**config.mk**
```make
export PLATFORM = sky130hd
export DESIGN_NAME = vmem_addrgen
export DESIGN_NICKNAME = d
export VERILOG_FILES = /design/src/verilog/vmem_pkg.sv /design/src/verilog/vmem_addrgen.sv /design/src/verilog/vmem_cmd_fifo.sv /design/src/verilog/vmem_burst_split.sv /design/src/verilog/vmem_req_check.sv
export SDC_FILE = /design/constraint.sdc
export NUM_CORES = 1
export LEC_CHECK = 0
export CORE_ASPECT_RATIO = 1.75
export CORE_MARGIN = 5
export CORE_UTILIZATION = 65
export DETAILED_ROUTE_END_ITERATION = 8
export DONT_BUFFER_PORTS = 1
export PLACE_DENSITY = 0.81
export SLEW_MARGIN = 20
export SYNTH_ARGS = -nofsm -noshare
export SYNTH_HDL_FRONTEND = slang
export SYNTH_SLANG_ARGS = --single-unit
```
**constraint.sdc**
```tcl
create_clock -name clk_i -period 17.2 [get_ports clk_i]
set_input_delay 1.72 -clock clk_i [delete_from_list [all_inputs] [get_ports clk_i]]
set_output_delay 1.72 -clock clk_i [all_outputs]
set_load 0.05 [all_outputs]
```
**src/verilog/vmem_pkg.sv**
```systemverilog
// Shared widths, element-width encoding and AXI constants, imported by every address generator stage
`default_nettype none

package vmem_pkg;

  // Byte address width of the memory system
  localparam int unsigned AddrWidth = 32;

  // Bytes per AXI data beat
  localparam int unsigned DataBytes = 8;

  // Address bits below the beat boundary
  localparam int unsigned BeatBits = $clog2(DataBytes);

  // AXI size code, one beat per transfer
  localparam logic [2:0] AxSize = 3'(BeatBits);

  // AXI len field width, beats minus one
  localparam int unsigned AxLenWidth = 8;

  // AXI burst type for incrementing bursts
  localparam logic [1:0] BurstIncr = 2'b01;

  // Vector length counts elements, not bytes
  localparam int unsigned VlWidth = 16;

  // Instruction ids that may be in flight at once
  localparam int unsigned NrVInsn = 8;
  localparam int unsigned IdWidth = $clog2(NrVInsn);

  // AXI bursts must stay inside one 4 KiB page
  localparam int unsigned PageBits = 12;

  // AXI4 limit on beats per INCR burst
  localparam int unsigned MaxBeats = 256;

  // Enough bits to count every beat of a full page, plus one
  localparam int unsigned BeatCntWidth = PageBits - BeatBits + 1;

  // Burst commands buffered towards the load/store units
  localparam int unsigned CmdDepth = 4;

  // Command word is {addr, len, is_load}
  localparam int unsigned CmdWidth = AddrWidth + AxLenWidth + 1;

  // Element width
  // Encoded as log2 of the element size in bytes, so it doubles as a shift amount
  typedef enum logic [1:0] {
    EW8  = 2'd0,
    EW16 = 2'd1,
    EW32 = 2'd2,
    EW64 = 2'd3
  } vew_e;

endpackage

`default_nettype wire
```
**src/verilog/vmem_addrgen.sv**
```systemverilog
// Top of the vector memory address generator, chains the check, burst split and command FIFO
`default_nettype none

module vmem_addrgen (
  input  logic                             clk_i,
  input  logic                             rst_ni,
  // Sequencer request
  input  logic                             req_valid_i,
  output logic                             req_ready_o,
  input  logic [vmem_pkg::IdWidth-1:0]     req_id_i,
  input  logic                             req_is_load_i,
  input  logic [vmem_pkg::AddrWidth-1:0]   req_addr_i,
  input  logic [vmem_pkg::VlWidth-1:0]     req_vl_i,
  input  vmem_pkg::vew_e                   req_vew_i,
  input  logic [vmem_pkg::NrVInsn-1:0]     vinsn_running_i,
  // Acknowledge
  output logic                             ack_o,
  output logic                             error_o,
  output logic [vmem_pkg::IdWidth-1:0]     ack_id_o,
  // AXI AR
  output logic                             ar_valid_o,
  input  logic                             ar_ready_i,
  output logic [vmem_pkg::AddrWidth-1:0]   ar_addr_o,
  output logic [vmem_pkg::AxLenWidth-1:0]  ar_len_o,
  output logic [2:0]                       ar_size_o,
  output logic [1:0]                       ar_burst_o,
  // AXI AW
  output logic                             aw_valid_o,
  input  logic                             aw_ready_i,
  output logic [vmem_pkg::AddrWidth-1:0]   aw_addr_o,
  output logic [vmem_pkg::AxLenWidth-1:0]  aw_len_o,
  output logic [2:0]                       aw_size_o,
  output logic [1:0]                       aw_burst_o,
  // Burst commands to the load/store units
  output logic                             cmd_valid_o,
  input  logic                             cmd_ready_i,
  output logic [vmem_pkg::AddrWidth-1:0]   cmd_addr_o,
  output logic [vmem_pkg::AxLenWidth-1:0]  cmd_len_o,
  output logic                             cmd_is_load_o
);

  import vmem_pkg::*;

  // Check to split
  logic                  acc_valid;
  logic                  acc_ready;
  logic                  acc_is_load;
  logic [AddrWidth-1:0]  acc_addr;
  logic [VlWidth-1:0]    acc_vl;
  vew_e                  acc_vew;
  logic                  acc_done;

  // Split to FIFO
  logic                  cmd_push;
  logic                  cmd_full;
  logic [CmdWidth-1:0]   cmd_wdata;
  logic [CmdWidth-1:0]   cmd_rdata;
  logic                  cmd_empty;

  vmem_req_check u_req_check (
    .clk_i           (clk_i),
    .rst_ni          (rst_ni),
    .req_valid_i     (req_valid_i),
    .req_ready_o     (req_ready_o),
    .req_id_i        (req_id_i),
    .req_is_load_i   (req_is_load_i),
    .req_addr_i      (req_addr_i),
    .req_vl_i        (req_vl_i),
    .req_vew_i       (req_vew_i),
    .vinsn_running_i (vinsn_running_i),
    .ack_o           (ack_o),
    .error_o         (error_o),
    .ack_id_o        (ack_id_o),
    .acc_valid_o     (acc_valid),
    .acc_ready_i     (acc_ready),
    .acc_is_load_o   (acc_is_load),
    .acc_addr_o      (acc_addr),
    .acc_vl_o        (acc_vl),
    .acc_vew_o       (acc_vew),
    .acc_done_i      (acc_done)
  );

  vmem_burst_split u_burst_split (
    .clk_i         (clk_i),
    .rst_ni        (rst_ni),
    .acc_valid_i   (acc_valid),
    .acc_ready_o   (acc_ready),
    .acc_is_load_i (acc_is_load),
    .acc_addr_i    (acc_addr),
    .acc_vl_i      (acc_vl),
    .acc_vew_i     (acc_vew),
    .acc_done_o    (acc_done),
    .ar_valid_o    (ar_valid_o),
    .ar_ready_i    (ar_ready_i),
    .ar_addr_o     (ar_addr_o),
    .ar_len_o      (ar_len_o),
    .ar_size_o     (ar_size_o),
    .ar_burst_o    (ar_burst_o),
    .aw_valid_o    (aw_valid_o),
    .aw_ready_i    (aw_ready_i),
    .aw_addr_o     (aw_addr_o),
    .aw_len_o      (aw_len_o),
    .aw_size_o     (aw_size_o),
    .aw_burst_o    (aw_burst_o),
    .cmd_full_i    (cmd_full),
    .cmd_push_o    (cmd_push),
    .cmd_wdata_o   (cmd_wdata)
  );

  // Pop on the load/store handshake
  vmem_cmd_fifo #(
    .DEPTH (CmdDepth),
    .WIDTH (CmdWidth)
  ) u_cmd_fifo (
    .clk_i   (clk_i),
    .rst_ni  (rst_ni),
    .push_i  (cmd_push),
    .data_i  (cmd_wdata),
    .full_o  (cmd_full),
    .pop_i   (cmd_valid_o && cmd_ready_i),
    .data_o  (cmd_rdata),
    .empty_o (cmd_empty)
  );

  // Command word is {addr, len, is_load}
  assign cmd_valid_o   = !cmd_empty;
  assign cmd_addr_o    = cmd_rdata[CmdWidth-1 -: AddrWidth];
  assign cmd_len_o     = cmd_rdata[AxLenWidth:1];
  assign cmd_is_load_o = cmd_rdata[0];

endmodule

`default_nettype wire

```
**src/verilog/vmem_cmd_fifo.sv**
```systemverilog
// Stage 3 of the address generator, a circular FIFO of burst commands for the load/store units
`default_nettype none

module vmem_cmd_fifo #(
  parameter int unsigned DEPTH = 4,
  parameter int unsigned WIDTH = 8
) (
  input  logic             clk_i,
  input  logic             rst_ni,
  input  logic             push_i,
  input  logic [WIDTH-1:0] data_i,
  output logic             full_o,
  input  logic             pop_i,
  output logic [WIDTH-1:0] data_o,
  output logic             empty_o
);

  localparam int unsigned PtrWidth = (DEPTH > 1) ? $clog2(DEPTH) : 1;
  localparam int unsigned CntWidth = $clog2(DEPTH + 1);

  logic [WIDTH-1:0]    mem_q [DEPTH];
  logic [PtrWidth-1:0] wptr_q;
  logic [PtrWidth-1:0] rptr_q;
  logic [CntWidth-1:0] count_q;
  logic                do_push;
  logic                do_pop;

  assign full_o  = (count_q == CntWidth'(DEPTH));
  assign empty_o = (count_q == '0);

  // Overflowing pushes and underflowing pops are dropped
  assign do_push = push_i && !full_o;
  assign do_pop  = pop_i && !empty_o;

  // Head entry, visible the cycle after its push
  assign data_o = mem_q[rptr_q];

  always_ff @(posedge clk_i or negedge rst_ni) begin
    if (!rst_ni) begin
      wptr_q  <= '0;
      rptr_q  <= '0;
      count_q <= '0;
    end else begin
      // Pointers wrap explicitly, so DEPTH need not be a power of two
      if (do_push) begin
        wptr_q <= (wptr_q == PtrWidth'(DEPTH - 1)) ? '0 : wptr_q + 1'b1;
      end
      if (do_pop) begin
        rptr_q <= (rptr_q == PtrWidth'(DEPTH - 1)) ? '0 : rptr_q + 1'b1;
      end
      if (do_push && !do_pop) begin
        count_q <= count_q + 1'b1;
      end else if (do_pop && !do_push) begin
        count_q <= count_q - 1'b1;
      end
    end
  end

  always_ff @(posedge clk_i) begin
    if (do_push) begin
      mem_q[wptr_q] <= data_i;
    end
  end

endmodule

`default_nettype wire

```
**src/verilog/vmem_burst_split.sv**
```systemverilog
// Stage 2 of the address generator, splits one access into page-safe AXI bursts on AR or AW
`default_nettype none

module vmem_burst_split (
  input  logic                             clk_i,
  input  logic                             rst_ni,
  // Access from the check stage
  input  logic                             acc_valid_i,
  output logic                             acc_ready_o,
  input  logic                             acc_is_load_i,
  input  logic [vmem_pkg::AddrWidth-1:0]   acc_addr_i,
  input  logic [vmem_pkg::VlWidth-1:0]     acc_vl_i,
  input  vmem_pkg::vew_e                   acc_vew_i,
  output logic                             acc_done_o,
  // AXI read address channel
  output logic                             ar_valid_o,
  input  logic                             ar_ready_i,
  output logic [vmem_pkg::AddrWidth-1:0]   ar_addr_o,
  output logic [vmem_pkg::AxLenWidth-1:0]  ar_len_o,
  output logic [2:0]                       ar_size_o,
  output logic [1:0]                       ar_burst_o,
  // AXI write address channel
  output logic                             aw_valid_o,
  input  logic                             aw_ready_i,
  output logic [vmem_pkg::AddrWidth-1:0]   aw_addr_o,
  output logic [vmem_pkg::AxLenWidth-1:0]  aw_len_o,
  output logic [2:0]                       aw_size_o,
  output logic [1:0]                       aw_burst_o,
  // Burst commands towards the FIFO
  input  logic                             cmd_full_i,
  output logic                             cmd_push_o,
  output logic [vmem_pkg::CmdWidth-1:0]    cmd_wdata_o
);

  import vmem_pkg::*;

  // Current access
  logic                    busy_q;
  logic [AddrWidth-1:0]    addr_q;
  logic [VlWidth-1:0]      rem_q;
  vew_e                    vew_q;
  logic                    is_load_q;

  logic                    take;
  logic                    ax_valid;
  logic                    fire;
  logic                    last_burst;

  // Burst geometry
  logic [AddrWidth-1:0]    start_addr;
  logic [AddrWidth-1:0]    last_byte;
  logic [AddrWidth-1:0]    end_addr;
  logic [AddrWidth-1:0]    burst_end;
  logic [AddrWidth-1:0]    offset;
  logic [BeatCntWidth-1:0] span_beats;
  logic [BeatCntWidth-1:0] beats;
  logic [AxLenWidth-1:0]   burst_len;
  logic [PageBits:0]       burst_bytes;
  logic [PageBits:0]       elem_bytes;
  logic [PageBits:0]       covered;

  // Ready again only once the last burst has gone out
  assign acc_ready_o = !busy_q;
  assign take        = acc_valid_i && acc_ready_o;

  // Valid waits only for FIFO room, never for the AXI ready
  // Room cannot vanish without a push, so valid holds until the burst fires
  assign ax_valid   = busy_q && !cmd_full_i;
  assign ar_valid_o = ax_valid && is_load_q;
  assign aw_valid_o = ax_valid && !is_load_q;
  assign fire       = (ar_valid_o && ar_ready_i) || (aw_valid_o && aw_ready_i);

  always_comb begin
    // Burst starts on the beat that holds the current address
    start_addr = {addr_q[AddrWidth-1:BeatBits], {BeatBits{1'b0}}};

    // Last byte of the remaining elements, rounded up to the end of its beat
    last_byte = addr_q + (AddrWidth'(rem_q) << vew_q) - 1'b1;
    end_addr  = {last_byte[AddrWidth-1:BeatBits], {BeatBits{1'b1}}};

    // Clip at the end of the 4 KiB page
    if (end_addr[AddrWidth-1:PageBits] != start_addr[AddrWidth-1:PageBits]) begin
      end_addr = {start_addr[AddrWidth-1:PageBits], {PageBits{1'b1}}};
    end

    // Both ends now lie in one page, so the page offsets give the beat count
    span_beats = {1'b0, end_addr[PageBits-1:BeatBits]}
               - {1'b0, start_addr[PageBits-1:BeatBits]} + 1'b1;

    // Clip to the AXI4 burst limit
    if (span_beats > BeatCntWidth'(MaxBeats)) begin
      beats = BeatCntWidth'(MaxBeats);
    end else begin
      beats = span_beats;
    end

    burst_end = start_addr + (AddrWidth'(beats) << BeatBits) - 1'b1;
    burst_len = AxLenWidth'(beats - 1'b1);

    // Elements touched by this burst, a partial element counts as covered
    offset      = burst_end - addr_q;
    burst_bytes = offset[PageBits:0] + 1'b1;
    elem_bytes  = {{PageBits{1'b0}}, 1'b1} << vew_q;
    covered     = (burst_bytes + elem_bytes - 1'b1) >> vew_q;
    last_burst  = VlWidth'(covered) >= rem_q;
  end

  // Payload is held in registers, stable while valid waits for ready
  assign ar_addr_o  = addr_q;
  assign ar_len_o   = burst_len;
  assign ar_size_o  = AxSize;
  assign ar_burst_o = BurstIncr;
  assign aw_addr_o  = addr_q;
  assign aw_len_o   = burst_len;
  assign aw_size_o  = AxSize;
  assign aw_burst_o = BurstIncr;

  // Command copy pushed together with the AXI handshake
  assign cmd_push_o  = fire;
  assign cmd_wdata_o = {addr_q, burst_len, is_load_q};
  assign acc_done_o  = fire && last_burst;

  always_ff @(posedge clk_i or negedge rst_ni) begin
    if (!rst_ni) begin
      busy_q <= 1'b0;
    end else if (take) begin
      busy_q <= 1'b1;
    end else if (fire && last_burst) begin
      busy_q <= 1'b0;
    end
  end

  always_ff @(posedge clk_i) begin
    if (take) begin
      addr_q    <= acc_addr_i;
      rem_q     <= acc_vl_i;
      vew_q     <= acc_vew_i;
      is_load_q <= acc_is_load_i;
    end else if (fire) begin
      // Next burst picks up right after this one
      addr_q <= burst_end + 1'b1;
      rem_q  <= last_burst ? '0 : rem_q - VlWidth'(covered);
    end
  end

endmodule

`default_nettype wire

```
**src/verilog/vmem_req_check.sv**
```systemverilog
// Stage 1 of the address generator, accepts sequencer requests, checks alignment and acknowledges
`default_nettype none

module vmem_req_check (
  input  logic                            clk_i,
  input  logic                            rst_ni,
  // Sequencer request
  input  logic                            req_valid_i,
  output logic                            req_ready_o,
  input  logic [vmem_pkg::IdWidth-1:0]    req_id_i,
  input  logic                            req_is_load_i,
  input  logic [vmem_pkg::AddrWidth-1:0]  req_addr_i,
  input  logic [vmem_pkg::VlWidth-1:0]    req_vl_i,
  input  vmem_pkg::vew_e                  req_vew_i,
  input  logic [vmem_pkg::NrVInsn-1:0]    vinsn_running_i,
  // Acknowledge back to the sequencer
  output logic                            ack_o,
  output logic                            error_o,
  output logic [vmem_pkg::IdWidth-1:0]    ack_id_o,
  // Access towards the burst split stage
  output logic                            acc_valid_o,
  input  logic                            acc_ready_i,
  output logic                            acc_is_load_o,
  output logic [vmem_pkg::AddrWidth-1:0]  acc_addr_o,
  output logic [vmem_pkg::VlWidth-1:0]    acc_vl_o,
  output vmem_pkg::vew_e                  acc_vew_o,
  input  logic                            acc_done_i
);

  import vmem_pkg::*;

  typedef enum logic [1:0] {
    IDLE,
    CHECK,
    BUSY
  } state_e;

  state_e               state_q, state_d;
  logic [NrVInsn-1:0]   running_q, running_d;
  logic                 init_q;
  logic                 handed_q, handed_d;
  logic                 done_ack_q;

  // Registered request
  logic [IdWidth-1:0]   id_q;
  logic                 is_load_q;
  logic [AddrWidth-1:0] addr_q;
  logic [VlWidth-1:0]   vl_q;
  vew_e                 vew_q;

  logic                 accept;
  logic                 misaligned;
  logic                 check_ok;

  // Held low until the first edge after reset, and while an id is still running here
  assign req_ready_o = init_q && (state_q == IDLE) && !running_q[req_id_i];
  assign accept      = req_valid_i && req_ready_o;

  // Elements are at most 8 bytes wide, so three low bits cover every width
  assign misaligned = |(addr_q[2:0] & ((3'd1 << vew_q) - 3'd1));
  // Zero-length accesses are answered here and never reach the split stage
  assign check_ok   = !misaligned && (vl_q != '0);

  // Offered from the CHECK cycle on, until the split stage has taken it
  assign acc_valid_o   = ((state_q == CHECK) && check_ok) || ((state_q == BUSY) && !handed_q);
  assign acc_is_load_o = is_load_q;
  assign acc_addr_o    = addr_q;
  assign acc_vl_o      = vl_q;
  assign acc_vew_o     = vew_q;

  // Early answer in CHECK, or one cycle after the last burst
  assign ack_o    = ((state_q == CHECK) && !check_ok) || done_ack_q;
  assign error_o  = (state_q == CHECK) && misaligned;
  assign ack_id_o = id_q;

  always_comb begin
    state_d  = state_q;
    handed_d = handed_q;

    // An id leaves the mask once the sequencer drops it
    running_d = running_q & vinsn_running_i;
    if (accept) begin
      running_d[req_id_i] = 1'b1;
    end

    case (state_q)
      IDLE: begin
        if (accept) begin
          state_d = CHECK;
        end
      end
      CHECK: begin
        if (!check_ok) begin
          state_d = IDLE;
        end else begin
          state_d  = BUSY;
          handed_d = acc_ready_i;
        end
      end
      BUSY: begin
        if (acc_valid_o && acc_ready_i) begin
          handed_d = 1'b1;
        end
        // Last burst fired, acknowledge next cycle
        if (acc_done_i) begin
          state_d  = IDLE;
          handed_d = 1'b0;
        end
      end
      default: state_d = IDLE;
    endcase
  end

  always_ff @(posedge clk_i or negedge rst_ni) begin
    if (!rst_ni) begin
      state_q    <= IDLE;
      running_q  <= '0;
      init_q     <= 1'b0;
      handed_q   <= 1'b0;
      done_ack_q <= 1'b0;
    end else begin
      state_q    <= state_d;
      running_q  <= running_d;
      init_q     <= 1'b1;
      handed_q   <= handed_d;
      done_ack_q <= (state_q == BUSY) && acc_done_i;
    end
  end

  // Request payload, captured on acceptance
  always_ff @(posedge clk_i) begin
    if (accept) begin
      id_q      <= req_id_i;
      is_load_q <= req_is_load_i;
      addr_q    <= req_addr_i;
      vl_q      <= req_vl_i;
      vew_q     <= req_vew_i;
    end
  end

endmodule

`default_nettype wire

```
==> flow_summary_export.csv, run 1 <==
group,metric,value,unit
grt,grt_max_degree,72,
grt,grt_pass1_vias,14445,
place,place_inst,2083,
run_status,status,"finished, final reports clean",
clocking,clock_tree.root_cell,"clkbuf_16",
die,io_pins,208,
worst_setup_path,cp.required,17680,ps
sta,hold_viol_final,0,
finish,fill_cells,2078,
sta,slew_viol_final,0,
clocking,cts_tree,"built",
sta,post-route-period-util,90.5,%
clocking,ctsLongestPathBuffers,3,
worst_setup_path,crit_fanout,15,
clocking,cts.htree.levels,1,
power,ir_drop,0.106,mV
logic_synthesis,synth_cells,1772,
place,post-place-ws,1930,ps
sta,rsz0062_at_grt,"no",
logic_synthesis,avgSynthCellArea,10.9,µm²
logic_synthesis,ys_seq_elements,290,
sta,relSlewSlack,23.6,%
worst_setup_path,cp.depth,52,
logic_synthesis,synth_top_area_share,41.9,%
finish,stdcell_count,2141,
logic_synthesis,netlist.top_cell.by_area,"edfxtp_1",
finish,syn2layout_area_growth,6.53,%
detailed_routing,final_antenna_net_count,0,
place,placed_cell_area,19400,µm²
clocking,cts_hold_buf,0,
grt,grt_use_total,30.6,%
detailed_routing,wl,52600,µm
place,io_buffers,0,
sta,max_slew.worst_pin.slew,1150,ps
place,gp_congestion,0.993,
logic_synthesis,ys_warn_count,0,
run,maxCapViolCount,0,
hold_path,hold_path_startpoint,"u_req_check.acc_is_load_o$_DFFE_PP_",
worst_setup_path,path_common_cell,"ha_1",
power,leakagePower,7.73,nW
die,start_util,65.8,%
worst_setup_path,endpoint_kind,"flop",
sta,fmax,64.2,MHz
grt,overflow,0,
hold_path,min_path_type,"flop to flop",
logic_synthesis,synth_ff_type,"edfxtp_1",
worst_setup_path,cp_num_buf_inv,5,
sta,finalCriticalPeriod,15570,ps
die,fp.dieW,140,µm
worst_setup_path,rr_worst_depth,52,
clocking,clk_pin_slew_worst_paths,80,ps
logic_synthesis,synth-seq-area-share,44.6,%
die,die_h,238,µm
clocking,clkSinkCount,290,
worst_setup_path,reg2reg_to,"u_req_check.state_q[1]$_DFFE_PN0P_",
finish,layout-drive-gt1-share,11.4,%
logic_synthesis,ys_top_cells_by_count,"edfxtp_1, inv_1, nand2_1",
worst_setup_path,crit_family,"compound AO/OA/AOI/OAI gates",
finish,final_area,20500,µm²
logic_synthesis,synthTopCellsByArea,"edfxtp_1, ha_1, mux4_2, xnor2_1, inv_1",
hold_path,hold_depth,0,
worst_setup_path,worstPathArrival,16050,ps
detailed_routing,drc_errors,0,
worst_setup_path,critPathMaxStageDelay,1070,ps
worst_setup_path,startpoint,"u_burst_split.ar_addr_o[9]$_DFFE_PP_",
power,power.density,81.6,nW/µm²
clocking,cts_setup_buffers,0,
detailed_routing,vias_per_cell,6.69,
grt,grt_pass1_wl,80300,µm
sta,setup_viol,0,
die,dieArea,33300,µm²
detailed_routing,drt_iter0_drc,1249,
die,coreArea,29300,µm²
logic_synthesis,synth.distinct_cells,102,
clocking,cts_resized,0,
sta,fin_ws,1630,ps
worst_setup_path,reg2reg_slack,1630,ps
detailed_routing,dr.pass1.iters,8,
finish,final_nets,1946,
worst_setup_path,r2r_start,"u_burst_split.ar_addr_o[9]$_DFFE_PP_",
logic_synthesis,synth-edff-count,269,
logic_synthesis,synthArstFlopShare,7.24,%
power,total_power,1.68,mW
sta,setup_tns,0,ps
worst_setup_path,cp-start-kind,"flop",
worst_setup_path,crit_type,"flop to flop",
clocking,numCtsBuffers,26,
die,rows,83,
finish,antenna_cells,0,
worst_setup_path,crit_path_top_delay_cell,"edfxtp_1",
grt,antenna_found_initial,1,
hold_path,hold-path-endpoint,"u_burst_split.is_load_q$_DFFE_PP_",
detailed_routing,wl_per_cell,24.6,µm
place,dp_hpwl,39900,µm
clocking,insertion_delay,560,ps
logic_synthesis,mappedNetlistArea,19300,µm²
sta,fin_skew,20.2,ps
detailed_routing,vias,14324,
logic_synthesis,synth_most_common_cell,"edfxtp_1",
-- worst max path at each step --
| stage | to | slack [ps] |
|---|---|---|
| after floorplan | u_burst_split.rem_q[3]$_DFFE_PP_ | 3930 |
| after global placement | u_req_check.state_q[1]$_DFFE_PN0P_ | 2470 |
| after detailed placement | u_req_check.state_q[1]$_DFFE_PN0P_ | 1930 |
| after CTS | u_req_check.state_q[1]$_DFFE_PN0P_ | 1790 |
| after global routing | u_req_check.state_q[1]$_DFFE_PN0P_ | 650 |
| final | u_req_check.state_q[1]$_DFFE_PN0P_ | 1630 |
-- cells by family (layout without fill, tap and decap cells) --
kind of cell / after synthesis / after routing / share of synthesized area (%)
other: 2 / 12 / 0.0390
muxes: 84 / 84 / 7.70
adders and majority gates: 139 / 139 / 9.18
and+or+nand+nor: 515 / 515 / 14.0
DFF: 290 / 290 / 44.6
xor gates and xnor gates: 102 / 102 / 4.63
AOI/OAI and AO/OA: 374 / 374 / 13.2
buffers and inverters: 266 / 243 / 6.68
-- placed cells by master, fill, tap and decap left out, types with 23 or more instances in the layout --
cell type	count
a21o_1	25
a21oi_1	77
buf_4	39
clkbuf_16	27
edfxtp_1	269
ha_1	135
inv_1	142
mux4_2	50
nand2_1	138
nand2b_1	23
nand3_1	42
nand4_1	31
nor2_1	89
nor3_1	43
o21ai_0	70
xnor2_1	61
xor2_1	38
-- state kept, by name (all words and copies together), names as in the netlist --
signal                     count
u_req_check.acc_vl_o          16
u_req_check.acc_addr_o        32
u_burst_split.is_load_q        1
u_req_check.handed_q           1
u_req_check.acc_vew_o          2
u_cmd_fifo.mem_q             164
u_req_check.acc_is_load_o      1
u_req_check.done_ack_q         1
u_req_check.running_q          8
u_cmd_fifo.count_q             3
u_burst_split.vew_q            2
u_cmd_fifo.wptr_q              2
u_req_check.state_q            2
u_burst_split.busy_q           1
u_req_check.init_q             1
u_req_check.ack_id_o           3
u_burst_split.rem_q           16
u_burst_split.ar_addr_o       32
u_cmd_fifo.rptr_q              2
-- area by class of cell --
type,count,area (µm²),share of cell area [%]
Multi-Input combinational cell,1226,9470,46.1
Tap cell,382,478,2.33
Sequential cell,290,8610,41.9
Clock buffer,31,691,3.36
Inverter,146,549,2.67
Clock inverter,17,279,1.36
Timing Repair Buffer,49,464,2.26
-- worst reg2reg max path, delay by kind of cell, from the launching register on --
family | cells | cell delay (ps)
flip-flops | 1 | 1070
AO/OA/AOI/OAI | 19 | 6060
XOR/XNOR | 2 | 410
multiplexers | 1 | 210
buffers and inverters | 5 | 670
AND/OR/NAND/NOR | 14 | 3510
adder cells (fa/ha/maj) | 11 | 3550
-- stage by stage --
stage | utilization (%) | hold slack, ps
2_1_floorplan | - | 400
3_3_place_gp | 66.2 | 409
3_5_place_dp | 66.2 | 425
4_1_cts | 69.5 | 436
5_1_grt | 70.1 | 450
6_report | 70.1 | 435
-- power by group --
part           internal (mW)  total [mW]  leakage (nW)  switching [mW]
Combinational         0.0751       0.227          4.59           0.152
Sequential             0.768       0.795          2.68          0.0267
Clock                  0.394       0.654         0.459           0.260
-- per-layer routing --
layer  GRT usage [%]  vias up  wire, µm
met3            3.97      176      3320
met5               0        -         0
li1                -     6503         -
met2            55.1      686     27500
met1            34.7     6959     18300
met4            17.4        0      3470
(Power assumes the default switching activity.)
==> run 2, diff against run 1 <==
--- a/config.mk
+++ b/config.mk
@@ -7,10 +7,11 @@
 export LEC_CHECK = 0
 export CORE_ASPECT_RATIO = 1.75
 export CORE_MARGIN = 5
-export CORE_UTILIZATION = 65
+export CORE_UTILIZATION = 70
+export CTS_BUF_LIST = sky130_fd_sc_hd__clkbuf_4
 export DETAILED_ROUTE_END_ITERATION = 8
 export DONT_BUFFER_PORTS = 1
-export PLACE_DENSITY = 0.81
+export PLACE_DENSITY = 0.86
 export SLEW_MARGIN = 20
 export SYNTH_ARGS = -nofsm -noshare
 export SYNTH_HDL_FRONTEND = slang
==> constraint.sdc (replaced) <==
create_clock -name clk_i -period 18.8 [get_ports clk_i]
set_input_delay 1.88 -clock clk_i [delete_from_list [all_inputs] [get_ports clk_i]]
set_output_delay 1.88 -clock clk_i [all_outputs]
set_load 0.05 [all_outputs]
==> run 2 against run 1 <==
Final area is 1.5% lower. Global-route usage grew 3.0 points. Worst hold slack got worse by 2.7 ps. Sequential cell count stayed put. Final cell count rose by 2.2%. Die area shrank 6.7%. Register-to-register slack gained 2000 ps. Clock-buffer cell count up 49. Routed wire length is 0.77% lower. Critical path type unchanged.
==> flow_summary_export.csv, run 2 (synthesis results as in run 1) <==
group,metric,value,unit
die,start_util,70.8,%
finish,top_register,"u_cmd_fifo.mem_q",
worst_setup_path,r2r_start,"u_burst_split.ar_addr_o[9]$_DFFE_PP_",
hold_path,hold-path-endpoint,"u_burst_split.is_load_q$_DFFE_PP_",
die,die_h,230,µm
grt,grt_max_degree,72,
clocking,ctsLongestPathBuffers,3,
detailed_routing,vias,14492,
clocking,cts_setup_buffers,0,
grt,grt_pass1_vias,14880,
detailed_routing,wl,52200,µm
detailed_routing,drt_iter0_drc,1285,
sta,fin_skew,62.8,ps
die,io_pins,208,
worst_setup_path,worstPathArrival,15890,ps
detailed_routing,drc_errors,0,
sta,hold_viol_final,0,
worst_setup_path,crit_path_top_delay_cell,"edfxtp_1",
worst_setup_path,path_common_cell,"ha_1",
power,power.density,68.5,nW/µm²
sta,post-route-period-util,80.9,%
clocking,cts_resized,0,
finish,final_nets,1976,
detailed_routing,vias_per_cell,6.62,
worst_setup_path,crit_fanout,15,
finish,final_area,20200,µm²
sta,finalCriticalPeriod,15200,ps
worst_setup_path,endpoint_kind,"flop",
sta,setup_tns,0,ps
grt,overflow,0,
detailed_routing,final_antenna_net_count,0,
sta,relSlewSlack,24.4,%
power,leakagePower,7.68,nW
clocking,clkSinkCount,290,
run,maxCapViolCount,0,
clocking,clock_tree.root_cell,"clkbuf_4",
worst_setup_path,reg2reg_slack,3600,ps
sta,rsz0062_at_grt,"no",
die,fp.dieW,135,µm
detailed_routing,dr.pass1.iters,7,
finish,final_cell_mix,"edfxtp_1, inv_1, nand2_1, ha_1, nor2_1",
clocking,cts.htree.levels,2,
clocking,clk_pin_slew_worst_paths,100,ps
finish,layout-drive-gt1-share,13.8,%
worst_setup_path,cp-start-kind,"flop",
sta,max_slew.worst_pin.slew,1130,ps
place,io_buffers,0,
grt,grt_pass1_wl,81000,µm
die,dieArea,31100,µm²
hold_path,min_path_type,"flop to flop",
worst_setup_path,startpoint,"u_burst_split.ar_addr_o[9]$_DFFE_PP_",
hold_path,hold_depth,0,
worst_setup_path,cp.required,19480,ps
sta,setup_viol,0,
clocking,cts_hold_buf,0,
worst_setup_path,crit_type,"flop to flop",
place,placed_cell_area,19400,µm²
finish,syn2layout_area_growth,4.96,%
die,rows,80,
finish,final_common_cell,"edfxtp_1",
die,coreArea,27200,µm²
place,gp_congestion,1.07,
sta,fmax,65.8,MHz
worst_setup_path,reg2reg_to,"u_req_check.state_q[1]$_DFFE_PN0P_",
sta,slew_viol_final,0,
grt,antenna_found_initial,1,
sta,holdWs,433,ps
clocking,numCtsBuffers,60,
clocking,insertion_delay,770,ps
run_status,status,"finished, final reports clean",
worst_setup_path,rr_worst_depth,50,
hold_path,hold_path_startpoint,"u_req_check.acc_is_load_o$_DFFE_PP_",
place,dp_hpwl,40300,µm
detailed_routing,wl_per_cell,23.8,µm
grt,grt_use_total,33.6,%
finish,largest_reg_flops,164,
clocking,cts_tree,"built",
finish,final_util,74.3,%
power,ir_drop,0.0560,mV
power,total_power,1.39,mW
worst_setup_path,critPathMaxStageDelay,1100,ps
[run 2: cell types whose count changed in the layout (fill, tap and decap cells not counted), sizes merged]
cell and delta:
inv -1, diode +1, bufinv -6, clkinv +23, buf -3, clkbuf +48, clkinvlp -1
[run 2: metal layers]
metal,vias to the layer above,wire [µm],GRT usage (%)
met4,0,3380,19.2
met1,6963,17900,37.8
met3,197,3320,4.92
met2,700,27500,59.9
li1,6632,-,-
met5,-,0,0
[run 2: how the worst max path moves through the flow]
stage | to | slack, ps | cells after the start
detailed placement | u_req_check.state_q[1]$_DFFE_PN0P_ | 3930 | 51
global route | u_req_check.state_q[1]$_DFFE_PN0P_ | 2660 | 51
finish | u_req_check.state_q[1]$_DFFE_PN0P_ | 3600 | 50
global placement | u_req_check.state_q[1]$_DFFE_PN0P_ | 4350 | 53
floorplan | u_burst_split.rem_q[3]$_DFFE_PP_ | 5530 | 56
CTS | u_req_check.state_q[1]$_DFFE_PN0P_ | 3820 | 51
[run 2: layout make-up]
cell class                      instances  area, µm²
Antenna cell                            1       2.50
Clock buffer                           80        601
Clock inverter                         32        171
Fill cell                            1901       6990
Inverter                              146        549
Multi-Input combinational cell       1226       9470
Sequential cell                       290       8610
Tap cell                              369        462
Timing Repair Buffer                   45        374
[run 2: per-stage QoR]
step	cells	setup slack, ps
floorplan	1782	5530
global placement	2073	4350
detailed placement	2073	3930
CTS	2185	3820
global route	2189	2660
finish	2189	3600
[run 2: report_power, final]
part | switching [mW] | internal [mW] | total, mW
combinational | 0.138 | 0.0684 | 0.207
sequential | 0.0235 | 0.702 | 0.726
clock | 0.239 | 0.216 | 0.455
[run 2: critical path: cells and delay by family, from the launching register on]
| family | cells | cell delay (ps) |
|---|---|---|
| AOI/OAI and AO/OA | 15 | 4880 |
| adders and majority gates | 10 | 3400 |
| and+or+nand+nor | 13 | 3340 |
| DFF | 1 | 1100 |
| muxes | 4 | 1070 |
| xor gates and xnor gates | 3 | 720 |
| buffers and inverters | 5 | 580 |
